[src/include/mmio_defs.svh]
/*
 * MMIO slave constants
 * Bus widths, global register map and identity words
 */
`ifndef MMIO_DEFS_SVH
`define MMIO_DEFS_SVH

// ==========================================================================
// Widths
// ==========================================================================
`define MMIO_DATA_W        64          // Host data, 8-byte registers
`define MMIO_ADDR_W        32
`define LCL_DATA_W         32          // Action side, 4-byte registers
`define MMIO_BASE_W        14          // Address bits 21:8
`define MMIO_OFFSET_W      8           // Address bits 7:0
`define FIR_BRIDGE_W       4           // Top bits of the bridge debug bus

// ==========================================================================
// Global register map
// ==========================================================================
`define BASE_INFRA         14'h0000
`define BASE_DEBUG         14'h01A0
`define BASE_FIR           14'h01C0

`define OFS_IMP_VERSION    8'h00       // RO
`define OFS_BUILD_DATE     8'h08       // RO
`define OFS_COMMAND        8'h10       // WO, bit 0 starts soft reset
`define OFS_STATUS         8'h18       // RO
`define OFS_CAPABILITY     8'h30       // RO

`define OFS_DBG_CLEAR      8'h00       // WO, self-clearing
`define OFS_CNT_AXI_CMD    8'h40
`define OFS_CNT_AXI_RSP    8'h48
`define OFS_BUF_CNT        8'h50

`define OFS_FIR_BRIDGE     8'h00

// Identity
`define MMIO_IMP_VERSION   64'h1000_0000_0000_0000
`define MMIO_BUILD_DATE    64'h0000_2000_0101_0800
`define MMIO_OTHER_CAP     56'h00_0000_0000_0000
`define MMIO_CARD_TYPE     8'h31

`define SOFT_RESET_CYCLES  16          // Length of the soft-reset pulse

`endif
[src/hw/mmio_pkg.sv]
/*
 * MMIO slave types
 * Host address views and sequencer states
 */
`default_nettype none
`include "mmio_defs.svh"

package mmio_pkg;

   // One host address, decoded per area
   typedef union packed
   {
      struct packed
      {
         logic                                                 area;   // 0 here
         logic [`MMIO_ADDR_W-`MMIO_BASE_W-`MMIO_OFFSET_W-2:0] pasid;  // Unused
         logic [`MMIO_BASE_W-1:0]                              base;
         logic [`MMIO_OFFSET_W-1:0]                            offset;
      } glb;
      struct packed
      {
         logic                     area;                 // 1 here
         logic [`MMIO_ADDR_W-2:0]  addr;                 // Passed to the action
      } act;
   } mmio_addr_u;

   // Sequencer states
   typedef enum logic [1:0] {IDLE, GLOBAL, ACTION, REPLY} access_state_e;

endpackage

`default_nettype wire

[src/hw/mmio_reg_if.sv]
/*
 * Global register access channel
 * Sequencer strobes one access, register file answers with ack/err
 */
`default_nettype none
`include "mmio_defs.svh"

interface mmio_reg_if;

   logic                       wr;       // One-cycle strobes
   logic                       rd;
   mmio_pkg::mmio_addr_u       addr;
   logic [`MMIO_DATA_W-1:0]    wdata;
   logic [`MMIO_DATA_W-1:0]    rdata;    // Valid with ack on a read
   logic                       ack;
   logic                       err;      // No such register for this direction

   modport seq  (output wr, rd, addr, wdata, input  rdata, ack, err);
   modport regs (input  wr, rd, addr, wdata, output rdata, ack, err);

endinterface

`default_nettype wire

[src/hw/mmio_top.sv]
/*
 * MMIO slave top level
 * Host MMIO port, action local bus, debug input and soft resets
 */
`default_nettype none
`include "mmio_defs.svh"

module mmio_top
(
   input  logic                                     clk,
   input  logic                                     rst_n,
   // Bridge debug
   input  logic [3*`MMIO_DATA_W+`FIR_BRIDGE_W-1:0]  debug_bus_data_bridge,
   output logic                                     debug_info_clear,
   // Soft resets
   output logic                                     soft_reset_brdg_odma,
   output logic                                     soft_reset_action,
   // Host
   input  logic                                     mmio_wr,
   input  logic                                     mmio_rd,
   input  logic                                     mmio_dw,
   input  logic [`MMIO_ADDR_W-1:0]                  mmio_addr,
   input  logic [`MMIO_DATA_W-1:0]                  mmio_din,
   output logic [`MMIO_DATA_W-1:0]                  mmio_dout,
   output logic                                     mmio_done,
   output logic                                     mmio_failed,
   // Action local bus
   output logic                                     lcl_mmio_wr,
   output logic                                     lcl_mmio_rd,
   output logic [`MMIO_ADDR_W-1:0]                  lcl_mmio_addr,
   output logic [`LCL_DATA_W-1:0]                   lcl_mmio_din,
   input  logic                                     lcl_mmio_ack,
   input  logic                                     lcl_mmio_rsp,
   input  logic [`LCL_DATA_W-1:0]                   lcl_mmio_dout,
   input  logic                                     lcl_mmio_dv
);

   logic start_reset;                      // Command write, regs to timer

   mmio_reg_if reg_bus ();

   mmio_access_fsm fsm_i
   (
      .clk           (clk),
      .rst_n         (rst_n),
      .mmio_wr       (mmio_wr),
      .mmio_rd       (mmio_rd),
      .mmio_dw       (mmio_dw),
      .mmio_addr     (mmio_addr),
      .mmio_din      (mmio_din),
      .mmio_dout     (mmio_dout),
      .mmio_done     (mmio_done),
      .mmio_failed   (mmio_failed),
      .lcl_mmio_wr   (lcl_mmio_wr),
      .lcl_mmio_rd   (lcl_mmio_rd),
      .lcl_mmio_addr (lcl_mmio_addr),
      .lcl_mmio_din  (lcl_mmio_din),
      .lcl_mmio_ack  (lcl_mmio_ack),
      .lcl_mmio_rsp  (lcl_mmio_rsp),
      .lcl_mmio_dout (lcl_mmio_dout),
      .lcl_mmio_dv   (lcl_mmio_dv),
      .reg_bus       (reg_bus.seq)
   );

   mmio_global_regs regs_i
   (
      .clk                   (clk),
      .rst_n                 (rst_n),
      .debug_bus_data_bridge (debug_bus_data_bridge),
      .debug_info_clear      (debug_info_clear),
      .start_reset           (start_reset),
      .reg_bus               (reg_bus.regs)
   );

   soft_reset_timer timer_i
   (
      .clk                  (clk),
      .rst_n                (rst_n),
      .start_reset          (start_reset),
      .soft_reset_brdg_odma (soft_reset_brdg_odma),
      .soft_reset_action    (soft_reset_action)
   );

endmodule

`default_nettype wire

[src/hw/soft_reset_timer.sv]
/*
 * Soft-reset pulse timer
 * Holds the bridge and action soft resets high for a fixed length
 */
`default_nettype none
`include "mmio_defs.svh"

module soft_reset_timer
(
   input  logic clk,
   input  logic rst_n,
   input  logic start_reset,               // One-cycle command pulse
   output logic soft_reset_brdg_odma,
   output logic soft_reset_action
);

   localparam int CNT_W = $clog2(`SOFT_RESET_CYCLES);

   logic [CNT_W-1:0] cnt;                  // Cycles left after this one
   logic             active;

   always_ff @(posedge clk or negedge rst_n)
   begin
      if (!rst_n)
      begin
         cnt    <= '0;
         active <= 1'b0;
      end
      else if (start_reset)
      begin
         cnt    <= CNT_W'(`SOFT_RESET_CYCLES - 1);   // Retrigger restarts the pulse
         active <= 1'b1;
      end
      else if (active)
      begin
         if (cnt == '0)
            active <= 1'b0;
         else
            cnt <= cnt - 1'b1;
      end
   end

   assign soft_reset_brdg_odma = active;   // Both from one timer
   assign soft_reset_action    = active;

endmodule

`default_nettype wire

[src/hw/mmio_global_regs.sv]
/*
 * Global MMIO register file
 * Snapshots the data-bridge debug bus, derives status, serves
 * 8-byte reads and decodes the command and debug-clear writes
 */
`default_nettype none
`include "mmio_defs.svh"

module mmio_global_regs
(
   input  logic                                          clk,
   input  logic                                          rst_n,
   input  logic [3*`MMIO_DATA_W+`FIR_BRIDGE_W-1:0]       debug_bus_data_bridge,
   output logic                                          debug_info_clear,
   output logic                                          start_reset,   // To timer
   mmio_reg_if.regs                                      reg_bus
);

   localparam int FIR_LSB = 3 * `MMIO_DATA_W;

   logic [`MMIO_DATA_W-1:0]  axi_cmd_q;               // Bridge counter snapshots
   logic [`MMIO_DATA_W-1:0]  axi_rsp_q;
   logic [`MMIO_DATA_W-1:0]  buf_cnt_q;
   logic [`FIR_BRIDGE_W-1:0] fir_q;
   logic                     bridge_idle;             // Status bit 0
   logic                     axi_busy;                // Status bit 2
   logic                     fatal_error;             // Status bit 3
   logic [`MMIO_DATA_W-1:0]  status_word;
   logic [`MMIO_DATA_W-1:0]  rd_val;
   logic                     rd_hit;
   logic                     wr_cmd_hit;
   logic                     wr_clr_hit;
   logic                     cmd_q;
   logic                     cmd_qq;
   logic                     clr_q;

   // ========================================================================
   // Debug snapshots and status
   // ========================================================================
   always_ff @(posedge clk)
   begin
      axi_cmd_q   <= debug_bus_data_bridge[3*`MMIO_DATA_W-1 -: `MMIO_DATA_W];
      axi_rsp_q   <= debug_bus_data_bridge[2*`MMIO_DATA_W-1 -: `MMIO_DATA_W];
      buf_cnt_q   <= debug_bus_data_bridge[`MMIO_DATA_W-1:0];
      fir_q       <= debug_bus_data_bridge[FIR_LSB +: `FIR_BRIDGE_W];
      bridge_idle <= (debug_bus_data_bridge[`MMIO_DATA_W-1:0] == '0);  // Buffers empty
      axi_busy    <= (debug_bus_data_bridge[3*`MMIO_DATA_W-1 -: `MMIO_DATA_W] !=
                      debug_bus_data_bridge[2*`MMIO_DATA_W-1 -: `MMIO_DATA_W]);
      fatal_error <= |debug_bus_data_bridge[FIR_LSB +: `FIR_BRIDGE_W];
   end

   // Bit 1 was the protocol busy flag, reads zero
   assign status_word = {{(`MMIO_DATA_W-4){1'b0}}, fatal_error, axi_busy, 1'b0, bridge_idle};

   // ========================================================================
   // Address decode
   // ========================================================================
   always_comb
   begin
      rd_hit = 1'b1;
      rd_val = '0;
      case (reg_bus.addr.glb.base)
         `BASE_INFRA:
            case (reg_bus.addr.glb.offset)
               `OFS_IMP_VERSION: rd_val = `MMIO_IMP_VERSION;
               `OFS_BUILD_DATE:  rd_val = `MMIO_BUILD_DATE;
               `OFS_STATUS:      rd_val = status_word;
               `OFS_CAPABILITY:  rd_val = {`MMIO_OTHER_CAP, `MMIO_CARD_TYPE};
               default:          rd_hit = 1'b0;      // Command is write-only
            endcase
         `BASE_DEBUG:
            case (reg_bus.addr.glb.offset)
               `OFS_CNT_AXI_CMD: rd_val = axi_cmd_q;
               `OFS_CNT_AXI_RSP: rd_val = axi_rsp_q;
               `OFS_BUF_CNT:     rd_val = buf_cnt_q;
               default:          rd_hit = 1'b0;
            endcase
         `BASE_FIR:
            if (reg_bus.addr.glb.offset == `OFS_FIR_BRIDGE)
               rd_val = {{(`MMIO_DATA_W-`FIR_BRIDGE_W){1'b0}}, fir_q};
            else
               rd_hit = 1'b0;
         default:
            rd_hit = 1'b0;
      endcase
   end

   // Only two writable registers
   assign wr_cmd_hit = (reg_bus.addr.glb.base == `BASE_INFRA) &&
                       (reg_bus.addr.glb.offset == `OFS_COMMAND);
   assign wr_clr_hit = (reg_bus.addr.glb.base == `BASE_DEBUG) &&
                       (reg_bus.addr.glb.offset == `OFS_DBG_CLEAR);

   always_ff @(posedge clk)
   begin
      if (reg_bus.rd)
         reg_bus.rdata <= rd_val;
   end

   // ========================================================================
   // Ack and command pulses
   // ========================================================================
   always_ff @(posedge clk or negedge rst_n)
   begin
      if (!rst_n)
      begin
         reg_bus.ack      <= 1'b0;
         reg_bus.err      <= 1'b0;
         cmd_q            <= 1'b0;
         cmd_qq           <= 1'b0;
         clr_q            <= 1'b0;
         debug_info_clear <= 1'b0;
         start_reset      <= 1'b0;
      end
      else
      begin
         reg_bus.ack <= reg_bus.wr | reg_bus.rd;
         reg_bus.err <= (reg_bus.rd && !rd_hit) ||
                        (reg_bus.wr && !(wr_cmd_hit || wr_clr_hit));
         cmd_q       <= reg_bus.wr && wr_cmd_hit && reg_bus.wdata[0];
         clr_q       <= reg_bus.wr && wr_clr_hit && reg_bus.wdata[0];
         debug_info_clear <= clr_q;                  // Lines up with done
         cmd_qq      <= cmd_q;
         start_reset <= cmd_qq;                      // Reset starts after the reply
      end
   end

endmodule

`default_nettype wire

[src/hw/mmio_access_fsm.sv]
/*
 * MMIO access sequencer
 * Checks the access width against its area, then strobes either the
 * global register file or the action's local bus. One access at a time,
 * answered with a single done or failed pulse
 */
`default_nettype none
`include "mmio_defs.svh"

module mmio_access_fsm
(
   input  logic                     clk,
   input  logic                     rst_n,
   // Host side
   input  logic                     mmio_wr,
   input  logic                     mmio_rd,
   input  logic                     mmio_dw,          // High for 8-byte
   input  logic [`MMIO_ADDR_W-1:0]  mmio_addr,
   input  logic [`MMIO_DATA_W-1:0]  mmio_din,
   output logic [`MMIO_DATA_W-1:0]  mmio_dout,
   output logic                     mmio_done,
   output logic                     mmio_failed,
   // Action side
   output logic                     lcl_mmio_wr,
   output logic                     lcl_mmio_rd,
   output logic [`MMIO_ADDR_W-1:0]  lcl_mmio_addr,
   output logic [`LCL_DATA_W-1:0]   lcl_mmio_din,
   input  logic                     lcl_mmio_ack,
   input  logic                     lcl_mmio_rsp,     // 1 good, 0 bad
   input  logic [`LCL_DATA_W-1:0]   lcl_mmio_dout,
   input  logic                     lcl_mmio_dv,
   // Global registers
   mmio_reg_if.seq                  reg_bus
);

   mmio_pkg::access_state_e  state;
   mmio_pkg::mmio_addr_u     req_addr;               // Incoming address
   mmio_pkg::mmio_addr_u     addr_q;                 // Held for the access
   logic [`MMIO_DATA_W-1:0]  wdata_q;
   logic [`MMIO_DATA_W-1:0]  act_rdata;
   logic                     is_rd_q;
   logic                     req;
   logic                     width_bad;

   assign req_addr  = mmio_addr;
   assign req       = mmio_wr | mmio_rd;
   assign width_bad = req_addr.act.area ? mmio_dw : ~mmio_dw;   // Action 4B, global 8B

   // Action address without the area bit, data half picked by bit 2
   assign lcl_mmio_addr = {1'b0, addr_q.act.addr};
   assign lcl_mmio_din  = addr_q.act.addr[2] ? wdata_q[`MMIO_DATA_W-1:`LCL_DATA_W]
                                             : wdata_q[`LCL_DATA_W-1:0];
   assign act_rdata     = addr_q.act.addr[2] ? {lcl_mmio_dout, {`LCL_DATA_W{1'b0}}}
                                             : {{`LCL_DATA_W{1'b0}}, lcl_mmio_dout};

   assign reg_bus.addr  = addr_q;
   assign reg_bus.wdata = wdata_q;

   // Request payload, captured once per access
   always_ff @(posedge clk)
   begin
      if (state == mmio_pkg::IDLE && req)
      begin
         addr_q  <= req_addr;
         wdata_q <= mmio_din;
      end
   end

   // ========================================================================
   // Access sequencing
   // ========================================================================
   always_ff @(posedge clk or negedge rst_n)
   begin
      if (!rst_n)
      begin
         state       <= mmio_pkg::IDLE;
         is_rd_q     <= 1'b0;
         mmio_done   <= 1'b0;
         mmio_failed <= 1'b0;
         mmio_dout   <= '0;
         lcl_mmio_wr <= 1'b0;
         lcl_mmio_rd <= 1'b0;
         reg_bus.wr  <= 1'b0;
         reg_bus.rd  <= 1'b0;
      end
      else
      begin
         mmio_done   <= 1'b0;                        // All pulses by default
         mmio_failed <= 1'b0;
         lcl_mmio_wr <= 1'b0;
         lcl_mmio_rd <= 1'b0;
         reg_bus.wr  <= 1'b0;
         reg_bus.rd  <= 1'b0;
         case (state)
            mmio_pkg::IDLE:
               if (req)
               begin
                  is_rd_q <= mmio_rd;
                  if (width_bad)
                  begin
                     mmio_failed <= 1'b1;            // Reject right away
                     state       <= mmio_pkg::REPLY;
                  end
                  else if (req_addr.act.area)
                  begin
                     lcl_mmio_wr <= mmio_wr;
                     lcl_mmio_rd <= mmio_rd;
                     state       <= mmio_pkg::ACTION;
                  end
                  else
                  begin
                     reg_bus.wr <= mmio_wr;
                     reg_bus.rd <= mmio_rd;
                     state      <= mmio_pkg::GLOBAL;
                  end
               end
            mmio_pkg::GLOBAL:
               if (reg_bus.ack)
               begin
                  mmio_done   <= ~reg_bus.err;
                  mmio_failed <= reg_bus.err;
                  if (is_rd_q && !reg_bus.err)
                     mmio_dout <= reg_bus.rdata;     // Full 64 bits
                  state <= mmio_pkg::REPLY;
               end
            mmio_pkg::ACTION:                        // No timeout, action may stall
               if (lcl_mmio_ack || lcl_mmio_dv)
               begin
                  mmio_done   <= lcl_mmio_rsp;
                  mmio_failed <= ~lcl_mmio_rsp;
                  if (lcl_mmio_dv && lcl_mmio_rsp)
                     mmio_dout <= act_rdata;
                  state <= mmio_pkg::REPLY;
               end
            default:
               state <= mmio_pkg::IDLE;              // REPLY, pulse is out
         endcase
      end
   end

endmodule

`default_nettype wire

[config.mk]
export PLATFORM = sky130hd
export DESIGN_NAME = mmio_top
export DESIGN_NICKNAME = d
export VERILOG_FILES = /design/src/hw/mmio_pkg.sv /design/src/hw/mmio_reg_if.sv /design/src/hw/mmio_top.sv /design/src/hw/soft_reset_timer.sv /design/src/hw/mmio_global_regs.sv /design/src/hw/mmio_access_fsm.sv
export VERILOG_INCLUDE_DIRS = /design/src /design/src/include
export SDC_FILE = /design/constraint.sdc
export NUM_CORES = 1
export LEC_CHECK = 0
export BUFFER_PORTS_ARGS = -buffer_cell sky130_fd_sc_hd__buf_2
export CAP_MARGIN = 40
export CORE_MARGIN = 4
export CORE_UTILIZATION = 51
export CTS_CLUSTER_DIAMETER = 30
export DETAILED_ROUTE_END_ITERATION = 10
export PLACE_DENSITY = 0.9
export SLEW_MARGIN = 20
export SYNTH_ARGS = -nofsm -noshare
export SYNTH_HDL_FRONTEND = slang
export SYNTH_SLANG_ARGS = --single-unit
[constraint.sdc]
create_clock -name clk -period 7.6 [get_ports clk]
set_clock_uncertainty 0.15 [all_clocks]
set_input_delay 0.76 -clock clk [delete_from_list [all_inputs] [get_ports clk]]
set_output_delay 0.76 -clock clk [all_outputs]
set_load 0.01 [all_outputs]
# == Yosys cells after proc, flatten, opt, wreduce, memory -nomap -nowiden ==
# Cells that the tools add are included.
# totals
ff_bits,443
output_inout_bits,135
inputBits,332
wordCells,135
ramBits,0
latch_bits,0
mem_count,0
romBits,0
# classes
reduce_logical,31
n_lt_le_gt_ge,0
n_eq_ne,18
mul,0
n_mux,52
shift,0
bitwise_logic,5
div_mod_pow,0
add_sub_neg,1
# op_table
operator,n
64-bit one-hot mux with 3 select lines,2
64-bit 2-to-1 mux,5
61-bit one-hot mux with 4 select lines,1
64-bit one-hot mux with 2 select lines,1
64-bit zero test,1
64-bit inequality test,1
32-bit 2-to-1 mux,1
1-bit 2-to-1 mux,29
"14-bit by 9-bit == test with 1-bit output, second input constant",2
"8-bit by 7-bit == test with 1-bit output, second input constant",3
"8-bit by 5-bit == test with 1-bit output, second input constant",2
4-bit 2-to-1 mux,4
14-bit zero test,1
1-bit logical AND,11
2-bit 2-to-1 mux,5
"2-bit by 1-bit inequality test with 1-bit output, second input constant",5
"8-bit by 4-bit == test with 1-bit output, second input constant",1
"8-bit by 6-bit == test with 1-bit output, second input constant",1
8-bit zero test,1
4-bit OR reduction,2
1-bit one-hot mux with 3 select lines,2
2-bit one-hot mux with 3 select lines,1
5-bit AND reduction,1
4-bit zero test,1
14 further kinds,23

# == Logic depth before layout (Yosys ltp) ==
# Gate-level depths: netlist of run 1.
# logic_depth
word_depth,7
mapped_depth,8
ltp_nobuf,6

# == Cells and area by module ==
# From an unflattened synthesis of run 1, not the netlist that was laid out.
# hier_totals
hier_cells,1172
hier_area_um2,16218.1
# modules_own_cells
module,seq_area_each_um2,n_inst,cells_each,area_each_um2
mmio_global_regs,6080.8,1,592,8495.6
mmio_access_fsm,4709.5,1,557,7468.4
soft_reset_timer,125.1,1,23,254.0

# == Worst setup path after synthesis of run 1 ==
# No wires, ideal clock.
# synth_timing
path_kind,input port to flip-flop
start,input port mmio_rd
end,register fsm_i.mmio_failed
path_buffers,0
t_arrival_ns,5.361
required_time_ns,7.363
slack_ns,2.002
stages,4
setup_ns,0.087
path_cell_list,nor2_1 -> nor2_1 -> a21oi_1 -> a21oi_1
# synth_via
elab_chain_len,3
# synth_rtl
item,line_no,rtl
"start, declared",mmio_top.sv:20,"input logic mmio_rd,"
1-bit bitwise OR,mmio_access_fsm.sv:46,assign req = mmio_wr | mmio_rd;
1-bit 2-to-1 mux,mmio_access_fsm.sv:96,if (req)
1-bit one-hot mux with 3 select lines,mmio_access_fsm.sv:94,case (state)
"end signal, assigned",mmio_access_fsm.sv:121,mmio_failed <= reg_bus.err;
"end signal, assigned",mmio_access_fsm.sv:130,mmio_failed <= ~lcl_mmio_rsp;
"end, declared",mmio_access_fsm.sv:22,"output logic mmio_failed,"
# Every way passes these cells.
# A chain may end at the register's enable or synchronous reset.

# == Final worst setup path of run 1 ==
# layout_timing
start,"register fsm_i.addr_q, in the netlist fsm_i.reg_bus.addr[2]"
end,output port lcl_mmio_din[8]
# layout_via
elab_chain_len,1
# layout_rtl
item,line_no,rtl
"start, declared",mmio_access_fsm.sv:38,mmio_pkg::mmio_addr_u addr_q;
"start signal, assigned",mmio_access_fsm.sv:64,addr_q <= req_addr;
32-bit 2-to-1 mux,mmio_access_fsm.sv:51,assign lcl_mmio_din = addr_q.act.addr[2] ? wdata_q[`MMIO_DATA_W-1:`LCL_DATA_W]
"end, declared",mmio_top.sv:31,"output logic [`LCL_DATA_W-1:0] lcl_mmio_din,"
# Every way passes these cells.

==> results by group, run 1 <==
Timing
  • Fmax: 0.309 GHz
  • Worst rel slew slack: 48.2%
  • Setup-failing EPs final: 0
  • Slew @ Worst Pin: 770 ps
  • Final hold violations: 0
  • Post-route clock period utilization: 42.6%
  • RSZ-0062 raised after global routing: false
  • Fin crit period: 3240 ps
  • Slew Viols, Final: 0
  • TNS Setup: 0 ps
  • Worst setup margin: 4360 ps

Global route
  • GRT Util Overall: 29.5%
  • First-pass GRT wire length: 75.1 mm
  • Grt total ovfl: 0
  • Largest net degree at the start of global routing: 87
  • Vias in the first global route: 12600
  • Initial antenna violation count: 10

Yosys
  • Synthesized area per cell: 13.0 µm²
  • Post-synth EDFFs: 159
  • FFs w/ async S/R, synth: 19.2%
  • Ys Warns: 0
  • Post-synth cell types: 54
  • Dominant cell type by area after synthesis: edfxtp_1
  • Synth area leaders: edfxtp_1 30%, dfxtp_1 25%, dfrtp_1 13%
  • Leading register cell type out of synthesis: dfxtp_1
  • Mapped Cells: 1211
  • Synthesized area: 15800 µm²
  • Mapped Nets: 1550
  • Post-synth top area share: 30.3%
  • Register area share after synthesis: 69.1%
  • #FFs+latches synth: 443

Routing
  • DRT iter0 DRCs: 1192
  • Routed vias: 12400
  • DRC viols: 0
  • Wire per inst: 23.8 µm
  • Routed Wire Length: 51.9 mm
  • Initial DRT Pass Iterations: 6
  • Routed Antenna Nets: 0
  • Avg Vias per Cell: 5.67

Layout
  • Ratio of cells with drive above 1 in the final layout: 37.6%
  • Design Area, Final: 21300 µm²
  • Layout area overhead: 35.2%
  • Most common cell after layout, fill and taps aside: buf_2
  • End-of-flow core utilization: 69.9%
  • Nets: 2047
  • Most frequent cells in the layout: 464 x buf_2, 199 x dfxtp_1, 159 x edfxtp_1

Placement
  • Input/output buffers: 465
  • GPL Wtd Cong: 0.886
  • Post-DP HPWL: 37.1 mm
  • Pre-CTS setup slack: 4770 ps
  • Placed inst area: 18500 µm²

Floorplan
  • Die Y: 184 µm
  • # IOs: 467
  • Core ar.: 30500 µm²
  • FP Rows: 64
  • Initial Utilization: 51.7%
  • Die area: 33800 µm²
  • Die Span X: 184 µm

Setup path
  • Max incr delay on CP: 710 ps
  • Crit path launch: fsm_i.reg_bus.addr[2]
  • Worst EP arrival: 2330 ps
  • FF-to-FF Start: fsm_i.reg_bus.addr[2]
  • Crit path kind: reg -> out
  • Worst path required time: 6690 ps
  • Worst path slowest cell: edfxtp_1
  • Startpoint types: flip-flop
  • Crit Path Max Fanout: 24
  • CP Cell Sequence: buf_4, mux2_2, buf_2
  • CP Capture Type: primary output

Power and ir drop
  • Pleak: 8.73 nW
  • Power per Cell Area: 408 nW/µm²
  • Internal power: 6.00 mW
  • Sw Ratio: 31.0%
  • Clk pwr share: 41.1%
  • Logic pwr share: 22.7%
  • Sequential share of power: 36.2%
  • NetSw: 2.70 mW
  • Peak VDD IR: 0.243 mV

Clock tree
  • Clock sinks: 443
  • CTS Buf Count: 81
  • Root buf cell: clkbuf_16
  • Worst skew pair latency: 580 ps
  • Max clock buf depth: 3
  • CTS tree: yes
  • # H-tree levels: 3
  • Reg clk slew, reported paths: 60 ps
  • Post-CTS Setup Inserts: 0

Min path
  • Hold_sp: debug_bus_data_bridge[38]
  • Worst Hold Class: in -> reg

Outcome
  • Status: finished clean

Flow run
  • Max_cap viols: 0
==> critical path, delay by kind of cell (launching register included) <==
family | cells | cell delay, ps
mux | 1 | 420
flops | 1 | 710
buf+inv | 2 | 600
==> final timing paths <==
path / endpoint / slack (ps) / cells after the start
hold reg to reg: regs_i.cmd_qq / 190 / 0
max in group asynchronous: fsm_i.reg_bus.rd / 5670 / 3
setup / recovery: lcl_mmio_din[8] / 4360 / 3
min in group asynchronous: fsm_i.mmio_dout[22] / 510 / 2
hold / removal: regs_i.buf_cnt_q[38] / 150 / 1
setup reg to reg: regs_i.reg_bus.rdata[14] / 4650 / 5
==> layer usage <==
layer,up-vias,part of all wire [%],global-route usage (%)
met5,-,0.025,0
met4,2,3.7,11.7
met3,131,8.4,6.09
met2,817,48,48.1
met1,5971,40,39.1
li1,5434,-,-
==> registers in the layout, indices dropped and copies added, names as in the netlist, 2 cells and up <==
signal / flops
fsm_i.reg_bus.wdata: 64
regs_i.reg_bus.rdata: 64
regs_i.fir_q: 4
regs_i.buf_cnt_q: 64
fsm_i.reg_bus.addr: 31
timer_i.cnt: 4
regs_i.axi_rsp_q: 64
fsm_i.mmio_dout: 64
regs_i.axi_cmd_q: 64
fsm_i.state: 2
==> cell families after synthesis <==
group,after synthesis,synth area share (%)
multiplexers,43,2.99
AO/OA/AOI/OAI,277,11.6
buffers and inverters,80,2.29
adder cells (fa/ha/maj),7,0.556
flip-flops,443,69.1
XOR/XNOR,67,3.72
other,1,0.0238
AND/OR/NAND/NOR,293,9.77
==> area by class of cell <==
class	count	area, µm²
timing repair buffer	483	2530
clock inverter	51	509
inverter	11	41.3
fill	2032	9190
antenna	8	20.0
clock buffer	100	2270
sequential	443	10900
tap	396	495
multi-input combinational	688	4570
==> Yosys cell counts, drive strengths merged, types with 27 or more instances <==
cell type    n
a21oi      133
a22o        54
a22oi       53
clkbuf      59
dfrtp       85
dfxtp      199
edfxtp     159
mux2        33
nor2       125
nor2b       67
nor4        27
xnor2       66
==> repair_timing <==
| item | CTS | global route |
|---|---|---|
| hold buffers | 1 | 0 |
| endpoints found under the hold margin | 26 | 0 |
| resized for setup | 0 | 0 |
==> stage by stage <==
step / instances / hold WS (ps) / total power, mW
after detailed placement: 2019 / 185 / 5.10
after floorplan: 1211 / 181 / 4.29
after global routing: 2180 / 137 / 9.04
final: 2180 / 154 / 8.71
after CTS: 2171 / 126 / 8.70
after global placement: 2016 / 184 / 4.97
==> power by group through the flow <==
stage / registers [mW] / clock network, mW / logic [mW]
after floorplan: 3.24 / 0 / 1.05
after global placement: 3.17 / 0 / 1.79
after detailed placement: 3.18 / 0 / 1.91
after CTS: 3.15 / 3.60 / 1.95
after global routing: 3.18 / 3.74 / 2.12
final: 3.15 / 3.58 / 1.97
No activity file was read; power rests on OpenSTA's default activity.
==> run 2, diff against run 1 <==
--- a/config.mk
+++ b/config.mk
@@ -6,13 +6,14 @@
 export SDC_FILE = /design/constraint.sdc
 export NUM_CORES = 1
 export LEC_CHECK = 0
+export ABC_AREA = 1
 export BUFFER_PORTS_ARGS = -buffer_cell sky130_fd_sc_hd__buf_2
 export CAP_MARGIN = 40
 export CORE_MARGIN = 4
-export CORE_UTILIZATION = 51
+export CORE_UTILIZATION = 52
 export CTS_CLUSTER_DIAMETER = 30
 export DETAILED_ROUTE_END_ITERATION = 10
-export PLACE_DENSITY = 0.9
+export PLACE_DENSITY = 0.91
 export SLEW_MARGIN = 20
 export SYNTH_ARGS = -nofsm -noshare
 export SYNTH_HDL_FRONTEND = slang
==> constraint.sdc (replaced) <==
create_clock -name clk -period 3 [get_ports clk]
set_clock_uncertainty 0.15 [all_clocks]
set_input_delay 0.3 -clock clk [delete_from_list [all_inputs] [get_ports clk]]
set_output_delay 0.3 -clock clk [all_outputs]
set_load 0.01 [all_outputs]
==> results by group, run 2 <==
Clock tree
  • Max clock buf depth: 3
  • # H-tree levels: 3
  • Root buf cell: clkbuf_16
  • CTS Buf Count: 79
  • Clock sinks: 443

Yosys
  • Leading register cell type out of synthesis: dfxtp_1
  • Post-synth top area share: 28.9%
  • Ys Warns: 0
  • Count leader, synth: nand2_1
  • #FFs+latches synth: 443
  • Synth area leaders: edfxtp_1 29%, dfxtp_1 24%, dfrtp_1 13%
  • Register area share after synthesis: 65.9%
  • Post-synth EDFFs: 159
  • Synthesized area: 16500 µm²
  • Mapped Nets: 2092
  • Synthesized area per cell: 9.43 µm²
  • Commonest cells post-synth: 530 x nand2_1, 203 x inv_1, 199 x dfxtp_1
  • Post-synth cell types: 34
  • FFs w/ async S/R, synth: 19.2%
  • Dominant cell type by area after synthesis: edfxtp_1
  • Mapped Cells: 1753

Global route
  • GRT Util Overall: 40.8%
  • Grt total ovfl: 5
  • Largest net degree at the start of global routing: 67
  • First-pass GRT wire length: 105 mm
  • Vias in the first global route: 18900

Floorplan
  • FP Rows: 65
  • Die Span X: 186 µm
  • Die Y: 186 µm
  • Initial Utilization: 52.5%
  • # IOs: 467

Placement
  • Placed inst area: 19400 µm²
  • GPL Wtd Cong: 0.913
  • Input/output buffers: 465
  • Post-DP HPWL: 39.9 mm

Outcome
  • Error: [ERROR GRT-0116] Global routing finished with congestion. Check the congestion regions in the DRC Viewer.
  • Failed at: 5_1_grt
  • Status: stopped before the end
==> run 2: kinds of logic after synthesis <==
| family | count (synthesis) | synth area share, % |
|---|---|---|
| AO/OA/AOI/OAI | 198 | 6.46 |
| XOR/XNOR | 10 | 0.530 |
| adder cells (fa/ha/maj) | 7 | 0.530 |
| buffers and inverters | 272 | 6.53 |
| flip-flops | 443 | 65.9 |
| other | 1 | 0.0227 |
| AND/OR/NAND/NOR | 822 | 20.1 |
==> run 2: stage by stage <==
step	setup WS [ps]	instances
detailed placement	481	2575
floorplan	322	1753
CTS	486	3043
global placement	523	2570
==> run 2: layer usage <==
metal	GRT overflow	global-route usage, %
met1	0	44.9
met2	3	62.9
met3	0	15.1
met4	2	33.9
met5	0	1.38
==> run 2: what timing repair did <==
item | in CTS
hold endpoints to repair | 413
gates resized for setup | 0
hold buffers | 321
buffers inserted | 0
==> run 3, diff against run 2 <==
--- a/config.mk
+++ b/config.mk
@@ -10,10 +10,9 @@
 export BUFFER_PORTS_ARGS = -buffer_cell sky130_fd_sc_hd__buf_2
 export CAP_MARGIN = 40
 export CORE_MARGIN = 4
-export CORE_UTILIZATION = 52
-export CTS_CLUSTER_DIAMETER = 30
+export CORE_UTILIZATION = 40
 export DETAILED_ROUTE_END_ITERATION = 10
-export PLACE_DENSITY = 0.91
+export PLACE_DENSITY_LB_ADDON = 0.15
 export SLEW_MARGIN = 20
 export SYNTH_ARGS = -nofsm -noshare
 export SYNTH_HDL_FRONTEND = slang
==> results by group, run 3 <==
Outcome
  • Status: finished clean

Yosys
  • Post-synth EDFFs: 159
  • Post-synth cell types: 34
  • Commonest cells post-synth: 530 x nand2_1, 203 x inv_1, 199 x dfxtp_1
  • Mapped Nets: 2092
  • Leading register cell type out of synthesis: dfxtp_1
  • Mapped Cells: 1753
  • #FFs+latches synth: 443
  • FFs w/ async S/R, synth: 19.2%
  • Synth area leaders: edfxtp_1 29%, dfxtp_1 24%, dfrtp_1 13%
  • Synthesized area per cell: 9.43 µm²
  • Count leader, synth: nand2_1
  • Post-synth top area share: 28.9%
  • Register area share after synthesis: 65.9%
  • Synthesized area: 16500 µm²
  • Dominant cell type by area after synthesis: edfxtp_1
  • Ys Warns: 0

Power and ir drop
  • Peak VDD IR: 0.459 mV
  • Power per Cell Area: 761 nW/µm²
  • Pleak: 11.4 nW

Clock tree
  • Post-CTS Setup Inserts: 0
  • Clock sinks: 443
  • CTS Buf Count: 46
  • Resized cells post-CTS: 0
  • Max clock buf depth: 3
  • Worst skew pair latency: 570 ps
  • CTS tree: yes
  • Root buf cell: clkbuf_16
  • Reg clk slew, reported paths: 60 ps
  • # H-tree levels: 2

Floorplan
  • Die area: 44600 µm²
  • Initial Utilization: 40.5%
  • Die Y: 211 µm
  • # IOs: 467
  • FP Rows: 74
  • Die Span X: 211 µm
  • Core ar.: 40800 µm²

Global route
  • Initial antenna violation count: 9
  • GRT Util Overall: 24.6%
  • Largest net degree at the start of global routing: 97
  • Grt total ovfl: 0
  • Vias in the first global route: 14900
  • First-pass GRT wire length: 84.7 mm

Routing
  • Avg Vias per Cell: 4.69
  • Routed Wire Length: 56.0 mm
  • Initial DRT Pass Iterations: 6
  • Wire per inst: 17.9 µm
  • DRC viols: 0
  • DRT iter0 DRCs: 1217
  • Routed vias: 14700
  • Routed Antenna Nets: 0

Timing
  • Final hold violations: 0
  • Fin crit period: 2400 ps
  • TNS Setup: 0 ps
  • Slew @ Worst Pin: 687 ps
  • Smallest hold slack: 27.3 ps
  • Worst rel slew slack: 54.2%
  • Slew Viols, Final: 0
  • RSZ-0062 raised after global routing: false
  • Post-route clock period utilization: 79.9%
  • Fmax: 0.417 GHz
  • Setup-failing EPs final: 0

Setup path
  • CP most frequent cell: inv_1
  • Worst EP arrival: 2690 ps
  • Worst path slowest cell: nand3_4
  • Max incr delay on CP: 460 ps
  • CP Cell Sequence: inv_1, ha_1, inv_1, nor3_1, nand3_4, buf_12, nand2_1, o21ai_0
  • Startpoint types: flip-flop
  • Worst path required time: 3290 ps
  • Crit-path leading delay family: simple AND/OR/NAND/NOR gates
  • CP bufs+invs: 3
  • CP Capture Type: flip-flop
  • Crit Path Max Fanout: 52
  • R2R cell count: 8
  • Crit path kind: reg -> reg
  • Critical path depth in cells: 8

Layout
  • Layout area overhead: 47.2%
  • Ratio of cells with drive above 1 in the final layout: 22.6%
  • Most common cell after layout, fill and taps aside: nand2_1
  • Filler Cell Count: 3440
  • Most frequent cells in the layout: 530 x nand2_1, 464 x buf_2, 324 x dlygate4sd3_1
  • Nets: 2891

Min path
  • Worst Hold Class: in -> reg
  • Worst Hold Depth: 5

Placement
  • GPL Wtd Cong: 0.890
  • Post-DP HPWL: 40.1 mm
  • Input/output buffers: 465

Flow run
  • Max_cap viols: 0
run 3: path summary, 6_finish.rpt:
check                      slack (ps)                   to               from
max                               600  fsm_i.mmio_dout[52]     fsm_i.state[0]
min                                30  fsm_i.mmio_dout[12]  lcl_mmio_dout[12]
max reg2reg                       600  fsm_i.mmio_dout[52]     fsm_i.state[0]
min reg2reg                       200        regs_i.cmd_qq       regs_i.cmd_q
max in group asynchronous        1870  fsm_i.mmio_dout[26]              rst_n
min in group asynchronous          40  fsm_i.mmio_dout[60]              rst_n
run 3: final cells by class:
cell class | instances | area [µm²] | share of cell area [%]
antenna | 8 | 20.0 | 0.0823
sequential | 443 | 10900 | 44.7
clock buffer | 65 | 1340 | 5.49
timing repair buffer | 817 | 5900 | 24.3
inverter | 206 | 778 | 3.20
tap | 532 | 666 | 2.74
multi-input combinational | 1038 | 4570 | 18.8
clock inverter | 20 | 169 | 0.694
run 3: worst reg2reg max path, cell delays in order, from the launching register on:
cell and delay, ps:
dfrtp_1 380, inv_1 80, ha_1 280, inv_1 70, nor3_1 320, nand3_4 460
buf_12 370, nand2_1 90, o21ai_0 70
run 3: logic make-up (layout without fill, tap and decap cells):
group	Yosys count	count (layout)	share of synthesized area, %
AOI/OAI and AO/OA	198	198	6.46
adders and majority gates	7	7	0.530
and+or+nand+nor	822	822	20.1
buffers and inverters	272	1108	6.53
other	1	9	0.0227
DFF	443	443	65.9
xor gates and xnor gates	10	10	0.530
run 3: power by group:
part           leakage [nW]  total [mW]  switching, mW  internal [mW]
sequential             4.12        8.00          0.537           7.46
combinational          6.58        4.86           3.02           1.84
clock                 0.740        5.67           2.37           3.29
run 3: per-stage QoR:
| stage | util (%) | power [mW] | instances | cell area, µm² | worst slack (ps) |
|---|---|---|---|---|---|
| 3_5_place_dp | 47.9 | 12.6 | 2712 | 19600 | 611 |
| 4_1_cts | 59.5 | 18.7 | 3121 | 24300 | 601 |
| 5_1_grt | 59.6 | 19.7 | 3128 | 24300 | 351 |
| 6_report | 59.6 | 18.5 | 3129 | 24300 | 603 |
| 2_1_floorplan | - | 10.7 | 1753 | 16500 | 322 |
| 3_3_place_gp | 47.8 | 12.5 | 2711 | 19500 | 667 |
run 3: layer usage:
layer,up-vias,share of wire [%],GRT usage (%)
met5,-,0.029,0
met4,4,3.4,9.10
met3,135,6.5,4.50
met2,566,46,38.9
met1,6761,44,33.9
li1,7219,-,-
run 3: repair_timing:
action                                 in CTS  in global routing
setup endpoints to repair                   0                  0
hold buffers                              324                  0
endpoints found under the hold margin     420                  0
==> run 4, diff against run 3 <==
==> constraint.sdc (replaced) <==
create_clock -name clk -period 2.2 [get_ports clk]
set_clock_uncertainty 0.15 [all_clocks]
set_input_delay 0.22 -clock clk [delete_from_list [all_inputs] [get_ports clk]]
set_output_delay 0.22 -clock clk [all_outputs]
set_load 0.01 [all_outputs]
==> results by group, run 4 (synthesis results as in run 3) <==
Placement
  • Input/output buffers: 465
  • Post-DP HPWL: 39.8 mm
  • Pre-CTS setup slack: 162 ps
  • GPL Wtd Cong: 0.905

Clock tree
  • Reg clk slew, reported paths: 60 ps
  • CTS Buf Count: 47
  • Worst skew pair latency: 570 ps
  • CTS tree: yes
  • Max clock buf depth: 3
  • Root buf cell: clkbuf_16
  • Clock sinks: 443
  • # H-tree levels: 2

Timing
  • Slew @ Worst Pin: 554 ps
  • Final hold violations: 0
  • Worst rel slew slack: 62.7%
  • Worst setup margin: 108 ps
  • Fin crit period: 2090 ps
  • Setup-failing EPs final: 0
  • Slew Viols, Final: 0
  • Post-route clock period utilization: 95.1%
  • TNS Setup: 0 ps
  • RSZ-0062 raised after global routing: false
  • Fmax: 0.478 GHz
  • Smallest hold slack: 50.5 ps

Power and ir drop
  • Peak VDD IR: 0.599 mV
  • Power per Cell Area: 1040 nW/µm²
  • Pleak: 11.6 nW

Routing
  • Routed Antenna Nets: 0
  • DRC viols: 0
  • Wire per inst: 17.8 µm
  • DRT iter0 DRCs: 1101
  • Routed vias: 14600
  • Avg Vias per Cell: 4.63
  • Initial DRT Pass Iterations: 5
  • Routed Wire Length: 56.1 mm

Setup path
  • Crit path launch: fsm_i.reg_bus.addr[2]
  • Max incr delay on CP: 450 ps
  • R2R cell count: 9
  • Reg2Reg Capture Point: regs_i.reg_bus.rdata[36]
  • CP Capture Type: primary output
  • Worst EP arrival: 1720 ps
  • CP Cell Sequence: clkinv_2, buf_8, nand2_1, nand2_1, buf_2
  • Startpoint types: flip-flop
  • R2R Setup Slk: 120 ps
  • Worst path required time: 1830 ps
  • Crit path kind: reg -> out
  • Worst Setup EP: lcl_mmio_din[28]
  • FF-to-FF Start: fsm_i.reg_bus.addr[1]
  • CP most frequent cell: nand2_1
  • Worst path slowest cell: edfxtp_1
  • Crit Path Max Fanout: 32

Layout
  • Most common cell after layout, fill and taps aside: nand2_1
  • Sequential cell area: 10900 µm²
  • Filler Cell Count: 3435
  • Layout area overhead: 49.4%
  • Nets: 2909
  • Most frequent cells in the layout: 529 x nand2_1, 464 x buf_2, 334 x dlygate4sd3_1
  • Ratio of cells with drive above 1 in the final layout: 22.8%
  • Multi-input gate area in the final layout: 4600 µm²
  • End-of-flow core utilization: 60.5%

Global route
  • GRT Util Overall: 24.4%
  • Vias in the first global route: 14700
  • Largest net degree at the start of global routing: 78
  • Grt total ovfl: 0
  • First-pass GRT wire length: 83.9 mm
  • Initial antenna violation count: 9

Flow run
  • Max_cap viols: 0

Floorplan
  • Die Y: 211 µm
  • Core ar.: 40800 µm²
  • Initial Utilization: 40.5%
  • Die Span X: 211 µm
  • FP Rows: 74
  • # IOs: 467
  • Die area: 44600 µm²

Min path
  • Worst Hold Class: in -> async

Outcome
  • Status: finished clean
[run 4: cell types whose count changed in the layout (fill, tap and decap cells not counted), sizes merged]
cell,before,now
buf,493,499
bufinv,2,3
clkbuf,65,74
clkinv,13,9
diode,8,7
dlygate4sd3,324,334
inv,208,206
[run 4: area by class of cell]
cell class	count	share of cell area [%]
well taps	532	2.70
clock buffers	73	5.79
flip-flops and latches	443	44.1
diodes	7	0.0709
inverters	206	3.15
repair buffers	834	24.9
clock inverters	15	0.694
multi-input cells	1038	18.6
[run 4: layer usage]
metal  global-route usage (%)  part of all wire (%)  vias to the layer above
met5                        0                 0.062                        -
met1                     33.8                    45                     6712
met2                     39.1                    47                      485
li1                         -                     -                     7252
met4                     8.25                   3.0                        6
met3                     4.16                   5.6                      111
[run 4: through the flow]
step / instance area (µm²) / instances / power [mW]
finish: 24700 / 3148 / 25.8
global route: 24700 / 3147 / 27.3
CTS: 24600 / 3139 / 25.9
detailed placement: 19700 / 2716 / 17.3
global placement: 19700 / 2716 / 17.2
floorplan: 16500 / 1753 / 14.6
[run 4: worst max-delay path: cells and delay by family (launching register included)]
kind / cells / cell delay [ps]
buffers and inverters: 3 / 500
and+or+nand+nor: 2 / 190
DFF: 1 / 450
[run 4: what timing repair did]
action	4_1_cts	5_1_grt
pin swaps	0	1
buffers inserted	0	1
endpoints found under the hold margin	447	0
resized for setup	1	4
cloned	0	1
hold buffers	335	0
setup endpoints to repair	5	4
[run 4: how the worst min path moves through the flow]
stage	from	to	slack, ps	cells after the start
CTS	rst_n	fsm_i.lcl_mmio_rd	20	3
global route	rst_n	fsm_i.lcl_mmio_rd	50	3
global placement	rst_n	fsm_i.lcl_mmio_rd	60	1
detailed placement	rst_n	fsm_i.mmio_dout[25]	60	1
finish	rst_n	fsm_i.lcl_mmio_rd	50	3
floorplan	rst_n	fsm_i.is_rd_q	-230	0
[run 4: where the power goes]
part / total, mW / switching, mW / internal (mW)
Combinational: 6.81 / 4.20 / 2.62
Sequential: 10.9 / 0.720 / 10.2
Clock: 8.06 / 3.22 / 4.85
Total: 25.8 / 8.13 / 17.6
